### config.mk
export PLATFORM = sky130hd
export DESIGN_NAME = hm_apb_regs
export DESIGN_NICKNAME = d
export VERILOG_FILES = /design/src/source/hm_trn_pkg.sv /design/src/source/hm_apb_pkg.sv /design/src/source/hm_apb_regs.sv
export VERILOG_INCLUDE_DIRS = /design/src /design/src/source
export SDC_FILE = /design/constraint.sdc
export NUM_CORES = 1
export LEC_CHECK = 0
export BUFFER_PORTS_ARGS = -buffer_cell sky130_fd_sc_hd__buf_2
export CORE_MARGIN = 3
export CORE_UTILIZATION = 28
export CTS_CLUSTER_DIAMETER = 40
export DETAILED_ROUTE_END_ITERATION = 12
export PLACE_DENSITY = 0.8
export SLEW_MARGIN = 20
export SYNTH_ARGS = -nofsm -noshare
export SYNTH_HDL_FRONTEND = slang
export SYNTH_SLANG_ARGS = --single-unit
export TNS_END_PERCENT = 50
### constraint.sdc
create_clock -name trn_clk -period 2.6 [get_ports trn_clk]
set_input_delay 0.52 -clock trn_clk [delete_from_list [all_inputs] [get_ports trn_clk]]
set_output_delay 0.52 -clock trn_clk [all_outputs]
set_load 0.05 [all_outputs]
### src/source/hm_defines.svh
`ifndef HM_DEFINES_SVH
`define HM_DEFINES_SVH

// Data path widths
`define HM_DW_W       32
`define HM_TRN_W      (2 * `HM_DW_W)
`define HM_BANK_AW    10
`define HM_BANK_DEPTH (1 << `HM_BANK_AW)

// Header fields of a completion with data
`define HM_FMT_CPLD   2'b10
`define HM_TYPE_CPL   5'b01010
`define HM_BC_W       12
`define HM_LEN_W      10

// APB register map
// Window offset bit 12 selects the bank and the window spans 0x1000 to 0x2fff
`define HM_APB_AW     14
`define HM_REG_CTRL   14'h0000
`define HM_REG_STATUS 14'h0004
`define HM_REG_COUNT  14'h0008
`define HM_BANK_BASE  14'h1000

`endif

### src/source/hm_trn_pkg.sv
`include "hm_defines.svh"

package hm_trn_pkg;

  // One beat of the 64-bit TRN receive interface
  typedef struct packed {
    logic [`HM_TRN_W-1:0] rd;
    logic                 rrem_n;
    logic                 rsof_n;
    logic                 reof_n;
    logic                 rsrc_rdy_n;
  } trn_rx_beat_t;

  // One write into a dword bank
  typedef struct packed {
    logic                   we;
    logic [`HM_BANK_AW-1:0] addr;
    logic [`HM_DW_W-1:0]    data;
  } bank_wr_t;

  // Receiver FSM states
  typedef enum logic [2:0] {
    rx_idle    = 3'd0,
    rx_recv    = 3'd1,
    rx_ign     = 3'd2,
    rx_dbg     = 3'd3,
    rx_restart = 3'd4
  } rx_state_e;

endpackage

### src/source/hm_apb_pkg.sv
`include "hm_defines.svh"

package hm_apb_pkg;

  import hm_trn_pkg::*;

  typedef struct packed {
    logic                  psel;
    logic                  penable;
    logic                  pwrite;
    logic [`HM_APB_AW-1:0] paddr;
    logic [`HM_DW_W-1:0]   pwdata;
  } apb_req_t;

  typedef struct packed {
    logic [`HM_DW_W-1:0] prdata;
    logic                pready;
    logic                pslverr;
  } apb_rsp_t;

  // Receiver status as seen from the host side
  typedef struct packed {
    logic                read_done;
    rx_state_e           state;
    logic [`HM_DW_W-1:0] tlp_count;
  } rx_status_t;

endpackage

### src/source/hm_apb_regs.sv
`timescale 1ns/1ps
`include "hm_defines.svh"

module hm_apb_regs
  import hm_trn_pkg::*;
  import hm_apb_pkg::*;
(
  input  logic                   trn_clk,
  input  logic                   rst_n,
  input  apb_req_t               req,
  input  rx_status_t             status,
  input  logic [`HM_DW_W-1:0]    rd_data_l,
  input  logic [`HM_DW_W-1:0]    rd_data_h,
  output apb_rsp_t               rsp,
  output logic                   dbg_mode,
  output logic [`HM_BANK_AW-1:0] bank_rd_addr
);

  logic                  done;
  logic                  bank_wait;
  logic                  acc;
  logic                  is_ctrl;
  logic                  is_status;
  logic                  is_count;
  logic                  in_win;
  logic                  bank_sel;
  logic                  bank_rd;
  logic                  bad;
  logic [`HM_APB_AW-1:0] win_off;
  logic [`HM_DW_W-1:0]   rdata;

  assign acc       = req.psel && req.penable;
  assign is_ctrl   = (req.paddr == `HM_REG_CTRL);
  assign is_status = (req.paddr == `HM_REG_STATUS);
  assign is_count  = (req.paddr == `HM_REG_COUNT);

  assign win_off  = req.paddr - `HM_BANK_BASE;
  assign in_win   = (req.paddr >= `HM_BANK_BASE) && !win_off[`HM_APB_AW-1];
  assign bank_sel = win_off[`HM_BANK_AW+2];
  assign bank_rd  = in_win && !req.pwrite;

  // Index goes to both banks and the select bit picks the result
  assign bank_rd_addr = win_off[`HM_BANK_AW+1:2];

  // Bank writes are not allowed from the host
  assign bad = (in_win && req.pwrite) || !(in_win || is_ctrl || is_status || is_count);

  always_comb begin
    rdata = '0;
    if (is_ctrl) begin
      rdata[0] = dbg_mode;
    end else if (is_status) begin
      rdata[3:0] = {status.state, done};
    end else if (is_count) begin
      rdata = status.tlp_count;
    end else if (bank_rd) begin
      rdata = bank_sel ? rd_data_h : rd_data_l;
    end
  end

  assign rsp.prdata  = rdata;
  assign rsp.pready  = acc && (!bank_rd || bank_wait);
  assign rsp.pslverr = acc && bad;

  always_ff @(posedge trn_clk) begin
    if (!rst_n) begin
      dbg_mode  <= 1'b0;
      done      <= 1'b0;
      bank_wait <= 1'b0;
    end else begin
      // One wait state while the bank read is in flight
      bank_wait <= acc && bank_rd && !bank_wait;

      if (acc && req.pwrite && is_ctrl) begin
        dbg_mode <= req.pwdata[0];
      end

      // A new completion wins over a clear in the same cycle
      if (status.read_done) begin
        done <= 1'b1;
      end else if (acc && req.pwrite && is_status && req.pwdata[0]) begin
        done <= 1'b0;
      end
    end
  end

  a_penable_after_psel: assert property (@(posedge trn_clk) disable iff (!rst_n)
    req.penable |-> $past(req.psel));

  // An access phase follows a setup phase or a waited access cycle
  a_pready_in_access: assert property (@(posedge trn_clk) disable iff (!rst_n)
    rsp.pready |-> $past(req.psel && !(req.penable && rsp.pready)));

endmodule

==> impl_metrics.yaml <==
timing:
  hold_viol_final: 0
  setup_violations: 0
  relSlewSlack: 0.773
  finClkSkew_ns: 0
  fin_crit_sh: 0.985
  drv_slew: 0
  fin_crit_ns: 2.56
  max_freq_ghz: 0.391
  worst_slack_ns: 0.0392
  worst_pin_slew_ns: 0.331
  grt_setup_unrepaired: "yes"
floorplanning:
  design.portCount: 196
  initial_core_util: 0.294
  dieWidth_um: 77.1
  die_height_um: 77.1
  core_sq_um: 4820
  fp-row-count: 25
  die_area_sq_um: 5940
worst_setup_path:
  crit_path_end_kind: "output pin"
  crit_chain: "buf_6 > inv_2 > ha_4 > and4bb_2 > nand4_4 > buf_12 > mux2i_1 > nor2_4 > buf_2"
  crit_required_ns: 2.08
  crit_path_top_delay_cell: "mux2i_1"
  worstPathMaxFanout: 14
  max_stage_delay_ns: 0.28
  start_kind: "input pin"
  path_class: "input pin to output pin"
  crit_arrival_ns: 2.04
clocking:
  cts-root-buf: "clkbuf_8"
  cts-htree-levels: 1
  insertion_delay_ns: 0.22
  clock_path_buffers: 2
  cts_tree: "done"
  hold_buffers: 0
  clk_pin_slew_ns: 0.03
  cts.sinks: 3
  cts_made_buffers: 3
logic_synthesis:
  synth_area_sq_um: 1410
  syn-num-nets: 352
  avgSynthCellArea_sq_um: 7.07
  synth_edf_count: 0
  seq_area_frac_synth: 0.0425
  synth_async_sr_flop_share: 0
  synth_ff_type: "dfxtp_1"
  yosysWarningCount: 0
  postSynthRegisterBits: 3
  syn_inst: 200
  synth_cell_types: 29
layout:
  multi_input_area_sq_um: 1470
  layout-drive-gt1-share: 0.669
  fin_area_sq_um: 2770
  antenna_cells: 0
  nets: 513
  num-fill-cells: 458
  instances_no_fill: 427
  area_delta_synth_final_pct: 96.1
  register_area_sq_um: 60.1
placed_design:
  place_inst: 420
  io_buffers: 164
  hpwl_mm: 4.81
  placed_cell_area_sq_um: 2590
  dp_slack_ns: 0.00854
  gp_congestion: 0.746
power:
  p_total_mw: 0.663
  ir_drop_uv: 243
  leakage_nw: 1.59
  switching_share: 0.492
  p_int_mw: 0.337
  p_switching_mw: 0.326
  comb_power_share: 0.718
  powerDensity_nw_per_um2: 239
  pwr-share-seq: 0.073
  pwr-share-clk: 0.209
grt:
  overflow: 0
  grt_usage: 0.182
  antenna_found_initial: 0
  grt_first_pass_wirelength_mm: 9.13
  grt_pass1_vias: 2024
  grt_max_degree: 24
routing:
  avgRoutedWirePerCell_um: 14.2
  via_count: 2033
  drt_pass1_iterations: 4
  via_per_inst: 4.76
  drt_iter0_drc: 30
  ant_nets: 0
  wirelength_mm: 6.05
  drc: 0
min_path:
  min_path_type: "flop to flop"
outcome:
  status: "complete, no violations"
job:
  cap_violations: 0
-- final timing paths --
| path | start | to | slack (ns) | depth (start not counted) |
|---|---|---|---|---|
| max | req[44] | rsp[14] | 0.04 | 9 |
| min | bank_wait | bank_wait | 0.46 | 1 |
| max reg2reg | bank_wait | bank_wait | 1.88 | 1 |
| min reg2reg | bank_wait | bank_wait | 0.46 | 1 |
-- cell type report --
cell class	instances	share of cell area
Inverter	10	0.0135
Timing Repair Buffer	181	0.388
Clock buffer	4	0.0162
Sequential cell	3	0.0217
Tap cell	67	0.0302
Multi-Input combinational cell	162	0.530
-- critical path, delay by kind of cell --
| family | cells | cell delay (ns) |
|---|---|---|
| fa+ha+maj | 1 | 0.14 |
| buf+inv | 4 | 0.59 |
| mux | 1 | 0.28 |
| simple gates | 3 | 0.50 |
-- registers in the layout, summed over array words and instances, names as in the netlist --
signal,flops
bank_wait,1
dbg_mode,1
done,1
-- power groups by stage --
stage	clock network (mW)	logic, mW	registers [mW]
after global routing	0.143	0.510	0.0487
after detailed placement	0	0.460	0.0491
after floorplan	0	0.310	0.0489
after CTS	0.143	0.461	0.0485
final	0.139	0.476	0.0485
after global placement	0	0.449	0.0490
-- cell usage after synthesis (3+ instances only) --
master | n | share of area
mux2i_1 | 58 | 0.41
nor2_1 | 63 | 0.17
nand2_1 | 5 | 0.013
dfxtp_1 | 3 | 0.042
buf_4 | 13 | 0.069
nand3_1 | 3 | 0.011
o21ai_0 | 4 | 0.014
buf_2 | 5 | 0.018
mux2_2 | 4 | 0.032
nor2b_1 | 3 | 0.013
a32oi_1 | 4 | 0.025
clkbuf_1 | 4 | 0.011
a21oi_1 | 4 | 0.014
inv_1 | 10 | 0.027
-- per-stage QoR --
| stage | setup TNS, ns | hold slack [ns] | utilization |
|---|---|---|---|
| CTS | 0 | 0.459 | 0.547 |
| floorplan | 0 | 0.400 | - |
| detailed placement | 0 | 0.454 | 0.537 |
| global route | -0.174 | 0.463 | 0.576 |
| finish | 0 | 0.458 | 0.576 |
| global placement | 0 | 0.410 | 0.537 |
-- metal layers --
metal / GRT usage / part of all wire
met3: 0.0329 / 0.085
met5: 0 / 0
met1: 0.204 / 0.36
met4: 0.0302 / 0.0055
met2: 0.357 / 0.55
-- kinds of logic after synthesis --
family | share of synthesized area
and+or+nand+nor | 0.297
buffers and inverters | 0.143
adders and majority gates | 0.00885
DFF | 0.0425
muxes | 0.442
AOI/OAI and AO/OA | 0.0655
-- layout by cell type (no fill, tap or decap), drive strengths merged --
cell	Yosys	final
a32oi	4	4
and4bb	1	1
nor3b	1	1
nand3	3	3
mux2	4	4
ha	1	1
mux2i	58	58
a21oi	4	4
nor2	63	63
nand2	5	5
nor4	3	3
and4	1	1
dfxtp	3	3
inv	10	10
buf	20	172
o221ai	1	1
o21ai	4	4
nor3	1	1
o41ai	1	1
nand2b	1	1
nand4	3	3
nor2b	3	3
clkbuf	5	13
-- repair_timing --
| action | 4_1_cts | 5_1_grt |
|---|---|---|
| gates resized for setup | 0 | 24 |
| setup endpoints to repair | 0 | 28 |
| buffers inserted | 0 | 1 |
Power figures use the tool's default switching activity.
