File: src/source/hm_defines.svh
`ifndef HM_DEFINES_SVH
`define HM_DEFINES_SVH

// Data path widths
`define HM_DW_W       32
`define HM_TRN_W      (2 * `HM_DW_W)
`define HM_BANK_AW    10
`define HM_BANK_DEPTH (1 << `HM_BANK_AW)

// Header fields of a completion with data
`define HM_FMT_CPLD   2'b10
`define HM_TYPE_CPL   5'b01010
`define HM_BC_W       12
`define HM_LEN_W      10

// APB register map
// Window offset bit 12 selects the bank and the window spans 0x1000 to 0x2fff
`define HM_APB_AW     14
`define HM_REG_CTRL   14'h0000
`define HM_REG_STATUS 14'h0004
`define HM_REG_COUNT  14'h0008
`define HM_BANK_BASE  14'h1000

`endif

File: src/source/hm_trn_pkg.sv
`include "hm_defines.svh"

package hm_trn_pkg;

  // One beat of the 64-bit TRN receive interface
  typedef struct packed {
    logic [`HM_TRN_W-1:0] rd;
    logic                 rrem_n;
    logic                 rsof_n;
    logic                 reof_n;
    logic                 rsrc_rdy_n;
  } trn_rx_beat_t;

  // One write into a dword bank
  typedef struct packed {
    logic                   we;
    logic [`HM_BANK_AW-1:0] addr;
    logic [`HM_DW_W-1:0]    data;
  } bank_wr_t;

  // Receiver FSM states
  typedef enum logic [2:0] {
    rx_idle    = 3'd0,
    rx_recv    = 3'd1,
    rx_ign     = 3'd2,
    rx_dbg     = 3'd3,
    rx_restart = 3'd4
  } rx_state_e;

endpackage

File: src/source/hm_apb_pkg.sv
`include "hm_defines.svh"

package hm_apb_pkg;

  import hm_trn_pkg::*;

  typedef struct packed {
    logic                  psel;
    logic                  penable;
    logic                  pwrite;
    logic [`HM_APB_AW-1:0] paddr;
    logic [`HM_DW_W-1:0]   pwdata;
  } apb_req_t;

  typedef struct packed {
    logic [`HM_DW_W-1:0] prdata;
    logic                pready;
    logic                pslverr;
  } apb_rsp_t;

  // Receiver status as seen from the host side
  typedef struct packed {
    logic                read_done;
    rx_state_e           state;
    logic [`HM_DW_W-1:0] tlp_count;
  } rx_status_t;

endpackage

File: src/source/hm_rx.sv
`timescale 1ns/1ps
`include "hm_defines.svh"

module hm_rx
  import hm_trn_pkg::*;
  import hm_apb_pkg::*;
(
  input  logic         trn_clk,
  input  logic         rst_n,
  input  trn_rx_beat_t beat,
  input  logic         dbg_mode,
  output bank_wr_t     wr_l,
  output bank_wr_t     wr_h,
  output rx_status_t   status
);

  function automatic logic [`HM_DW_W-1:0] bswap(input logic [`HM_DW_W-1:0] dw);
    return {dw[7:0], dw[15:8], dw[23:16], dw[31:24]};
  endfunction

  rx_state_e              state;
  logic [`HM_BANK_AW-1:0] offset_l;
  logic [`HM_BANK_AW-1:0] offset_h;
  logic                   first_dw;
  logic [`HM_BC_W-1:0]    byte_count;
  logic [`HM_LEN_W-1:0]   length;
  logic [`HM_DW_W-1:0]    tlp_count;
  logic                   read_done;

  logic                   l_we;
  logic                   h_we;
  logic [`HM_BANK_AW-1:0] l_addr;
  logic [`HM_BANK_AW-1:0] h_addr;
  logic [`HM_DW_W-1:0]    l_data;
  logic [`HM_DW_W-1:0]    h_data;

  logic                take;
  logic                sof;
  logic                eof;
  logic [`HM_DW_W-1:0] dw_l;
  logic [`HM_DW_W-1:0] dw_h;
  logic                is_cpld;
  logic                even;
  logic                lo_ok;
  logic                hi_ok;
  logic                dbg_cap;
  logic                l_we_d;
  logic                h_we_d;
  logic [`HM_DW_W-1:0] l_src;
  logic [`HM_DW_W-1:0] h_src;
  logic                last_cpl;

  assign take = !beat.rsrc_rdy_n;
  assign sof  = take && !beat.rsof_n;
  assign eof  = take && !beat.reof_n;
  assign dw_l = beat.rd[`HM_DW_W-1:0];
  assign dw_h = beat.rd[`HM_TRN_W-1:`HM_DW_W];

  assign is_cpld = (beat.rd[62:61] == `HM_FMT_CPLD) && (beat.rd[60:56] == `HM_TYPE_CPL);
  assign last_cpl = (byte_count == {length, 2'b00});

  // Sum of both offsets is the stream index of the next payload dword
  assign even = !(offset_l[0] ^ offset_h[0]);

  // Lower half always carries payload in receive; the upper half is skipped
  // on the header beat and on a half-valid end beat
  assign lo_ok = (state == rx_recv) && take;
  assign hi_ok = (state == rx_recv) && take && !first_dw && (beat.reof_n || !beat.rrem_n);

  assign dbg_cap = take && (((state == rx_idle) && !beat.rsof_n && dbg_mode) ||
                            (state == rx_dbg));

  assign l_we_d = dbg_cap || (even ? lo_ok : hi_ok);
  assign h_we_d = dbg_cap || (even ? hi_ok : lo_ok);
  assign l_src  = (dbg_cap || !even) ? dw_h : dw_l;
  assign h_src  = (dbg_cap || !even) ? dw_l : dw_h;

  always_ff @(posedge trn_clk) begin
    if (!rst_n) begin
      state     <= rx_idle;
      offset_l  <= '0;
      offset_h  <= '0;
      first_dw  <= 1'b0;
      tlp_count <= '0;
      read_done <= 1'b0;
      l_we      <= 1'b0;
      h_we      <= 1'b0;
    end else begin
      read_done <= 1'b0;
      l_we      <= l_we_d;
      h_we      <= h_we_d;
      if (l_we_d) begin
        offset_l <= offset_l + 1'b1;
      end
      if (h_we_d) begin
        offset_h <= offset_h + 1'b1;
      end
      if (eof && (state != rx_restart) && ((state != rx_idle) || sof)) begin
        tlp_count <= tlp_count + 1'b1;
      end

      case (state)
        rx_idle: begin
          if (sof) begin
            first_dw <= 1'b1;
            if (!beat.reof_n) begin
              state <= rx_idle;
            end else if (dbg_mode) begin
              state <= rx_dbg;
            end else if (is_cpld) begin
              state <= rx_recv;
            end else begin
              state <= rx_ign;
            end
          end
        end
        rx_recv: begin
          if (take) begin
            first_dw <= 1'b0;
          end
          if (eof) begin
            if (last_cpl) begin
              read_done <= 1'b1;
              state     <= rx_restart;
            end else begin
              state <= rx_idle;
            end
          end
        end
        rx_ign, rx_dbg: begin
          if (eof) begin
            state <= rx_idle;
          end
        end
        rx_restart: begin
          // Next read starts again at the bottom of both banks
          offset_l <= '0;
          offset_h <= '0;
          state    <= rx_idle;
        end
        default: state <= rx_idle;
      endcase
    end
  end

  // Header fields and bank payloads
  always_ff @(posedge trn_clk) begin
    if ((state == rx_idle) && sof) begin
      byte_count <= beat.rd[`HM_BC_W-1:0];
      length     <= beat.rd[`HM_DW_W+`HM_LEN_W-1:`HM_DW_W];
    end
    l_addr <= offset_l;
    h_addr <= offset_h;
    l_data <= bswap(l_src);
    h_data <= bswap(h_src);
  end

  assign wr_l   = '{we: l_we, addr: l_addr, data: l_data};
  assign wr_h   = '{we: h_we, addr: h_addr, data: h_data};
  assign status = '{read_done: read_done, state: state, tlp_count: tlp_count};

  a_sof_eof_valid: assert property (@(posedge trn_clk) disable iff (!rst_n)
    beat.rsrc_rdy_n |-> (beat.rsof_n || beat.reof_n));

  a_state_legal: assert property (@(posedge trn_clk) disable iff (!rst_n)
    state inside {rx_idle, rx_recv, rx_ign, rx_dbg, rx_restart});

  // A completion stream that overruns a bank would wrap onto older data
  a_no_wrap: assert property (@(posedge trn_clk) disable iff (!rst_n)
    (state == rx_recv) |=> (offset_l >= $past(offset_l)) && (offset_h >= $past(offset_h)));

endmodule

File: config.mk
export PLATFORM = sky130hd
export DESIGN_NAME = hm_rx
export DESIGN_NICKNAME = d
export VERILOG_FILES = /design/src/source/hm_trn_pkg.sv /design/src/source/hm_apb_pkg.sv /design/src/source/hm_rx.sv
export VERILOG_INCLUDE_DIRS = /design/src /design/src/source
export SDC_FILE = /design/constraint.sdc
export NUM_CORES = 1
export LEC_CHECK = 0
export ABC_CLOCK_PERIOD_IN_PS = 3600
export BUFFER_PORTS_ARGS = -buffer_cell sky130_fd_sc_hd__buf_2
export CAP_MARGIN = 15
export CORE_AREA = 2 2 116 140
export DETAILED_ROUTE_END_ITERATION = 8
export DIE_AREA = 0 0 118 142
export GPL_ROUTABILITY_DRIVEN = 1
export GPL_TIMING_DRIVEN = 0
export HOLD_SLACK_MARGIN = 0.15
export PLACE_DENSITY = 0.73
export SLEW_MARGIN = 20
export SYNTH_ARGS = -nofsm -noshare
export SYNTH_HDL_FRONTEND = slang
export SYNTH_SLANG_ARGS = --single-unit
File: constraint.sdc
create_clock -name trn_clk -period 3.6 [get_ports trn_clk]
set_input_delay 0.72 -clock trn_clk [delete_from_list [all_inputs] [get_ports trn_clk]]
set_output_delay 0.72 -clock trn_clk [all_outputs]
set_load 0.01 [all_outputs]
==> impl_results.md, run 1 <==
- Avg Cell Area, Syn: 11.4 um^2
- PD cells: 533 nW/um^2
- Commonest non-fill, non-tap cell in the layout: buf_2
- Post-layout util: 50.8%
- CTS tree: built
- RSZ-0062 raised after global routing: no
- HPWL after DPL: 10.3 mm
- Diode count: 0
- Post-synthesis async set-or-reset flop share: 0%
- Worst Path Class, Setup: flip-flop to flip-flop
- Clock Sinks: 165
- Crit end category: flip-flop
- Yosys reg bits: 165
- # rows: 50
- IO Count: 193
- Clock skew: 10.2 ps
- Setup ws final: 1150 ps
- Initial antenna violation count: 0
- Worst Hold Class: flip-flop to flip-flop
- Leak: 3.26 nW
- Max Clk Rate: 0.408 GHz
- Via density: 4.85
- Worst EP arrival: 2760 ps
- Hold-fix buffers, CTS: 0
- CTS clock-pin slew for the worst setup and hold paths: 70 ps
- Slew headroom: 34.1%
- CTS buffer count: 17
- Status: finished clean
- Power consumption: 0.00418 W
- Count of cell types in the netlist: 50
- First-pass GRT wire length: 22.1 mm
- Fill cells: 1424
- WP data required: 3910 ps
- Die ar.: 16800 um^2
- Root Buffer: clkbuf_16
- Most frequent cells in the layout: buf_2, dfxtp_1, mux2_2
- Cell Area, Synth: 6040 um^2
- Final nets: 819
- Share of layout cells above drive strength 1: 40.9%
- H-tree depth: 4
- Number of synthesis warnings: 0
- Main synth FF type: dfxtp_1
- Worst-Skew Late Latency: 430 ps
- Worst-margin pin slew: 986 ps
- Post-CTS sizing: 0
- Multi-input gate area: 2370 um^2
- Die Wd: 118 um
- Clk buf depth: 2
- CP cell instances: clkbuf_1, or4b_1, a211oi_2, nor2_1, buf_2, mux2_2
- Max-slew violations: 0
- Drt first pass iters: 4
- Critical path peak fanout: 10
- Initial Utilization: 39.1%
- Final ANT Viol Nets: 0
- Max-cap violations: 0
- Min Tclk post-route: 2450 ps
- Vias in the first global route: 4535
- Critical Path Start Type: flip-flop
- Core area: 15500 um^2
- Placer Congestion: 0.810
- Final hold vios: 0
- Routed wire length per instance: 14.4 um
- Crit path largest cell delay: 620 ps
- Area growth syn-to-layout: 29.8%
- # setup viols final: 0
- Slowest cell on the critical path: nor2_1
- Syn Inst Count: 532
- Seq/Total Area, Yosys: 58.3%
- Tcrit/Tclk final: 68.0%
- Global route overflow: 0
- Reg area: 3520 um^2
- Post-synth EDFFs: 22
- DRT Wirelength: 13.9 mm
- DRC: 0
- Syn nets: 606
- Largest net degree at the start of global routing: 17
- Gr usage total: 16.7%
- Port Buffers: 192
- Sum of negative setup slack: 0 ps
- Pre-CTS setup slack: 842 ps
- Die height: 142 um
- # Post-CTS Setup Buffers: 0
- DR iter-0 viols: 246
- VDD IR max: 0.000461 V
- Vias: 4684
area by class of cell:
cell class	count	area share (%)
plain buffers	22	1.63
clock buffers	17	5.42
multi-input cells	336	30.3
repair buffers	194	12.5
inverters	9	0.431
well taps	208	3.32
clock inverters	15	1.52
flip-flops and latches	165	44.9
Yosys cell counts (all sizes together) (2+ instances only):
cell	count	area, um^2
dfxtp	143	2860
mux2	64	721
a21oi	36	180
nand2	30	113
o21ai	28	140
nor2	26	97.6
or3	26	168
edfxtp	22	661
nand3	17	85.1
xnor2	15	131
buf	14	96.3
nand4	11	68.8
xor2	11	96.3
inv	9	33.8
clkbuf	8	31.3
nor4	7	43.8
and3	6	37.5
and4	5	43.8
nor3	5	25.0
mux2i	4	40.0
or4	4	30.0
ha	3	37.5
nand2b	3	18.8
o21a	3	22.5
o31a	3	26.3
o31ai	3	22.5
or2	3	18.8
a2111oi	2	17.5
a211o	2	17.5
nor2b	2	12.5
nor4b	2	17.5
o21bai	2	15.0
power breakdown:
part	switching (W)	total [W]	internal, W	leakage, nW
clock	0.000777	0.00167	0.000897	0.265
sequential	0.0000377	0.00203	0.00199	1.38
combinational	0.000247	0.000485	0.000237	1.61
total	0.00106	0.00418	0.00312	3.26
critical path: cells and delay by family (launching register included):
family                 cells  cell delay (ps)
multiplexers               1              380
buffers and inverters      2              690
AO/OA/AOI/OAI              1              100
flip-flops                 1              340
AND/OR/NAND/NOR            2              810
registers in the layout, summed over array words and instances (netlist names):
signal,count
h_data,32
l_data,32
tlp_count,32
byte_count,12
h_addr,10
l_addr,10
length,10
offset_h,10
offset_l,10
state,3
first_dw,1
h_we,1
l_we,1
read_done,1
through the flow:
step	cells	cell area [um^2]	hold slack (ps)
6_report	966	7840	362
5_1_grt	966	7840	377
4_1_cts	966	7840	364
3_5_place_dp	934	7300	355
3_3_place_gp	932	7270	351
2_1_floorplan	532	6050	339
final timing paths:
path                                               start            endpoint  slack, ps  depth (start not counted)
worst min-delay path            offset_l[9]$_SDFFE_PP0P_   l_addr[9]$_DFF_P_        360                          0
worst max-delay path               state[1]$_SDFFE_PN0P_  h_data[31]$_DFF_P_       1150                          6
worst min register to register  offset_l[9]$_SDFFE_PP0P_   l_addr[9]$_DFF_P_        360                          0
worst max register to register     state[1]$_SDFFE_PN0P_  h_data[31]$_DFF_P_       1150                          6
kinds of logic (layout without fill, tap and decap cells):
| kind of cell | count (synthesis) | after routing | share of synthesized area (%) |
|---|---|---|---|
| buf+inv | 31 | 257 | 2.67 |
| mux | 68 | 68 | 12.6 |
| simple gates | 153 | 153 | 13.7 |
| flops | 165 | 165 | 58.3 |
| compound gates | 86 | 86 | 8.30 |
| fa+ha+maj | 3 | 3 | 0.621 |
| xor+xnor | 26 | 26 | 3.77 |
routing by layer:
metal  track usage (%)  vias to the layer above  part of all wire, %
li1                  -                     2348                    -
met1              19.3                     2134                   42
met2              27.9                      181                   48
met3              6.49                       21                  8.4
met4              6.53                        0                  1.9
met5                 0                        -                    0
Power figures use the tool's default switching activity.
==> inputs of run 2 (changes only) <==
- ABC_CLOCK_PERIOD_IN_PS: 3600 -> 2600
- PLACE_DENSITY: 0.73 -> 0.7
- clock period: 3.6 -> 2.6 ns (I/O delays scaled with it)
==> run 2 against run 1 <==
Against the previous run: critical path depth unchanged; clock skew decreased by 2.5 ps; sequential cell count unchanged; hold slack got worse by 60 ps; non-clock buffer count decreased by 1; core utilization increased by 0.45 points; die area unchanged; first-iteration DRC count decreased by 23%; critical path type unchanged; total power increased by 46%.
==> impl_results.md, run 2 (synthesis gave the netlist of run 1 again) <==
- Clk buf depth: 2
- # setup viols final: 0
- CP dominant cell by count: a21oi_1
- Die Wd: 118 um
- PD cells: 770 nW/um^2
- Hold WS: 301 ps
- Slew headroom: 34.5%
- CP cell instances: ha_1, or3b_2, a21oi_1, nand4b_1, or3_1, a21oi_1
- Fill cells: 1426
- Routed wire length per instance: 14.6 um
- Placer Congestion: 0.801
- Max-cap violations: 0
- Gr usage total: 17.0%
- First-pass GRT wire length: 22.3 mm
- Crit path largest cell delay: 470 ps
- Clock Sinks: 165
- DP Area: 7290 um^2
- Leak: 3.29 nW
- Status: finished clean
- DR iter-0 viols: 189
- H-tree depth: 4
- Area growth syn-to-layout: 31.0%
- Fin area: 7910 um^2
- Max-slew violations: 0
- DRT Wirelength: 14.1 mm
- Core area: 15500 um^2
- Global route overflow: 0
- Max Clk Rate: 0.419 GHz
- Min Tclk post-route: 2390 ps
- Final nets: 818
- Largest registers: h_data x32, l_data x32, tlp_count x32
- Slowest cell on the critical path: or3b_2
- # rows: 50
- Vias in the first global route: 4582
- RSZ-0062 raised after global routing: no
- Clock skew: 7.62 ps
- Critical Path Start Type: flip-flop
- Commonest non-fill, non-tap cell in the layout: buf_2
- Via density: 4.95
- Worst EP arrival: 2730 ps
- Final hold vios: 0
- CTS clock-pin slew for the worst setup and hold paths: 60 ps
- Initial antenna violation count: 0
- Power consumption: 0.00610 W
- Worst-Skew Late Latency: 420 ps
- Die ar.: 16800 um^2
- Reg area: 3520 um^2
- CTS buffer count: 17
- Tcrit/Tclk final: 91.8%
- IO Count: 193
- WP data required: 2950 ps
- Buf/Inv on CP: 0
- Largest net degree at the start of global routing: 17
- Multi-input gate area: 2380 um^2
- VDD IR max: 0.000454 V
- HPWL after DPL: 10.4 mm
- Hold-fix buffers, CTS: 0
- Die height: 142 um
- Initial Utilization: 39.1%
- Share of layout cells above drive strength 1: 40.6%
- DRC: 0
- Worst-margin pin slew: 980 ps
- Drt first pass iters: 4
- Most frequent cells in the layout: buf_2, dfxtp_1, mux2_2
- Crit end category: flip-flop
- Final ANT Viol Nets: 0
- CTS tree: built
- Vias: 4781
- Delay-heaviest family, CP: simple AND/OR/NAND/NOR gates
- Port Buffers: 192
- Root Buffer: clkbuf_16
- Worst Path Class, Setup: flip-flop to flip-flop
- Diode count: 0
- Critical path peak fanout: 6
- Worst Hold Class: primary input to flip-flop
run 2: changes by cell type in the layout (fill, tap and decap cells not counted), moves of 2 or more:
cell | previous run | this run
bufinv_16 | 0 | 3
clkbuf_1 | 7 | 11
clkbuf_8 | 0 | 3
clkinv_4 | 3 | 1
inv_6 | 6 | 0
run 2: layout make-up:
type / instances / share of cell area, %
sequential: 165 / 44.5
multi-input combinational: 336 / 30.0
buffer: 22 / 1.61
tap: 208 / 3.29
timing repair buffer: 193 / 12.2
inverter: 9 / 0.427
clock buffer: 25 / 6.40
clock inverter: 7 / 1.47
run 2: worst reg2reg max path: cells and delay by family (launching register included):
family                     cells  cell delay (ps)
AOI/OAI and AO/OA              2              490
adders and majority gates      1              240
DFF                            1              420
and+or+nand+nor                3             1160
run 2: metrics by stage:
stage,std cells,setup TNS (ps),setup WS [ps],util (%)
2_1_floorplan,532,0,29.7,-
3_3_place_gp,932,-12120,-572,47.1
3_5_place_dp,933,-295,-28.0,47.2
4_1_cts,965,0,213,51.2
5_1_grt,965,0,46.7,51.2
6_report,965,0,213,51.2
run 2: timing repair:
action | 4_1_cts | 5_1_grt
gates resized for setup | 1 | 0
setup endpoints to repair | 20 | 0
setup buffers | 0 | 0
run 2: final timing paths:
| check | start | end | slack, ps | cells past startpoint |
|---|---|---|---|---|
| min | beat[12] | byte_count[8]$_DFFE_PP_ | 300 | 1 |
| min reg2reg | offset_h[9]$_SDFFE_PP0P_ | h_addr[9]$_DFF_P_ | 360 | 0 |
| max | tlp_count[0]$_SDFFE_PN0P_ | tlp_count[26]$_SDFFE_PN0P_ | 210 | 6 |
| max reg2reg | tlp_count[0]$_SDFFE_PN0P_ | tlp_count[26]$_SDFFE_PN0P_ | 210 | 6 |
run 2: per-layer routing:
layer / GRT usage, % / vias to the layer above / wire length, um
met4: 8.69 / 0 / 321
met5: 0 / - / 0
met2: 28.6 / 178 / 6910
met3: 5.73 / 27 / 1020
li1: - / 2347 / -
met1: 19.2 / 2229 / 5840
run 2: report_power, final:
| group | internal, W | switching (W) | total [W] |
|---|---|---|---|
| registers | 0.00275 | 0.0000510 | 0.00280 |
| logic | 0.000328 | 0.000342 | 0.000669 |
| clock network | 0.00165 | 0.000979 | 0.00262 |
| total | 0.00473 | 0.00137 | 0.00610 |
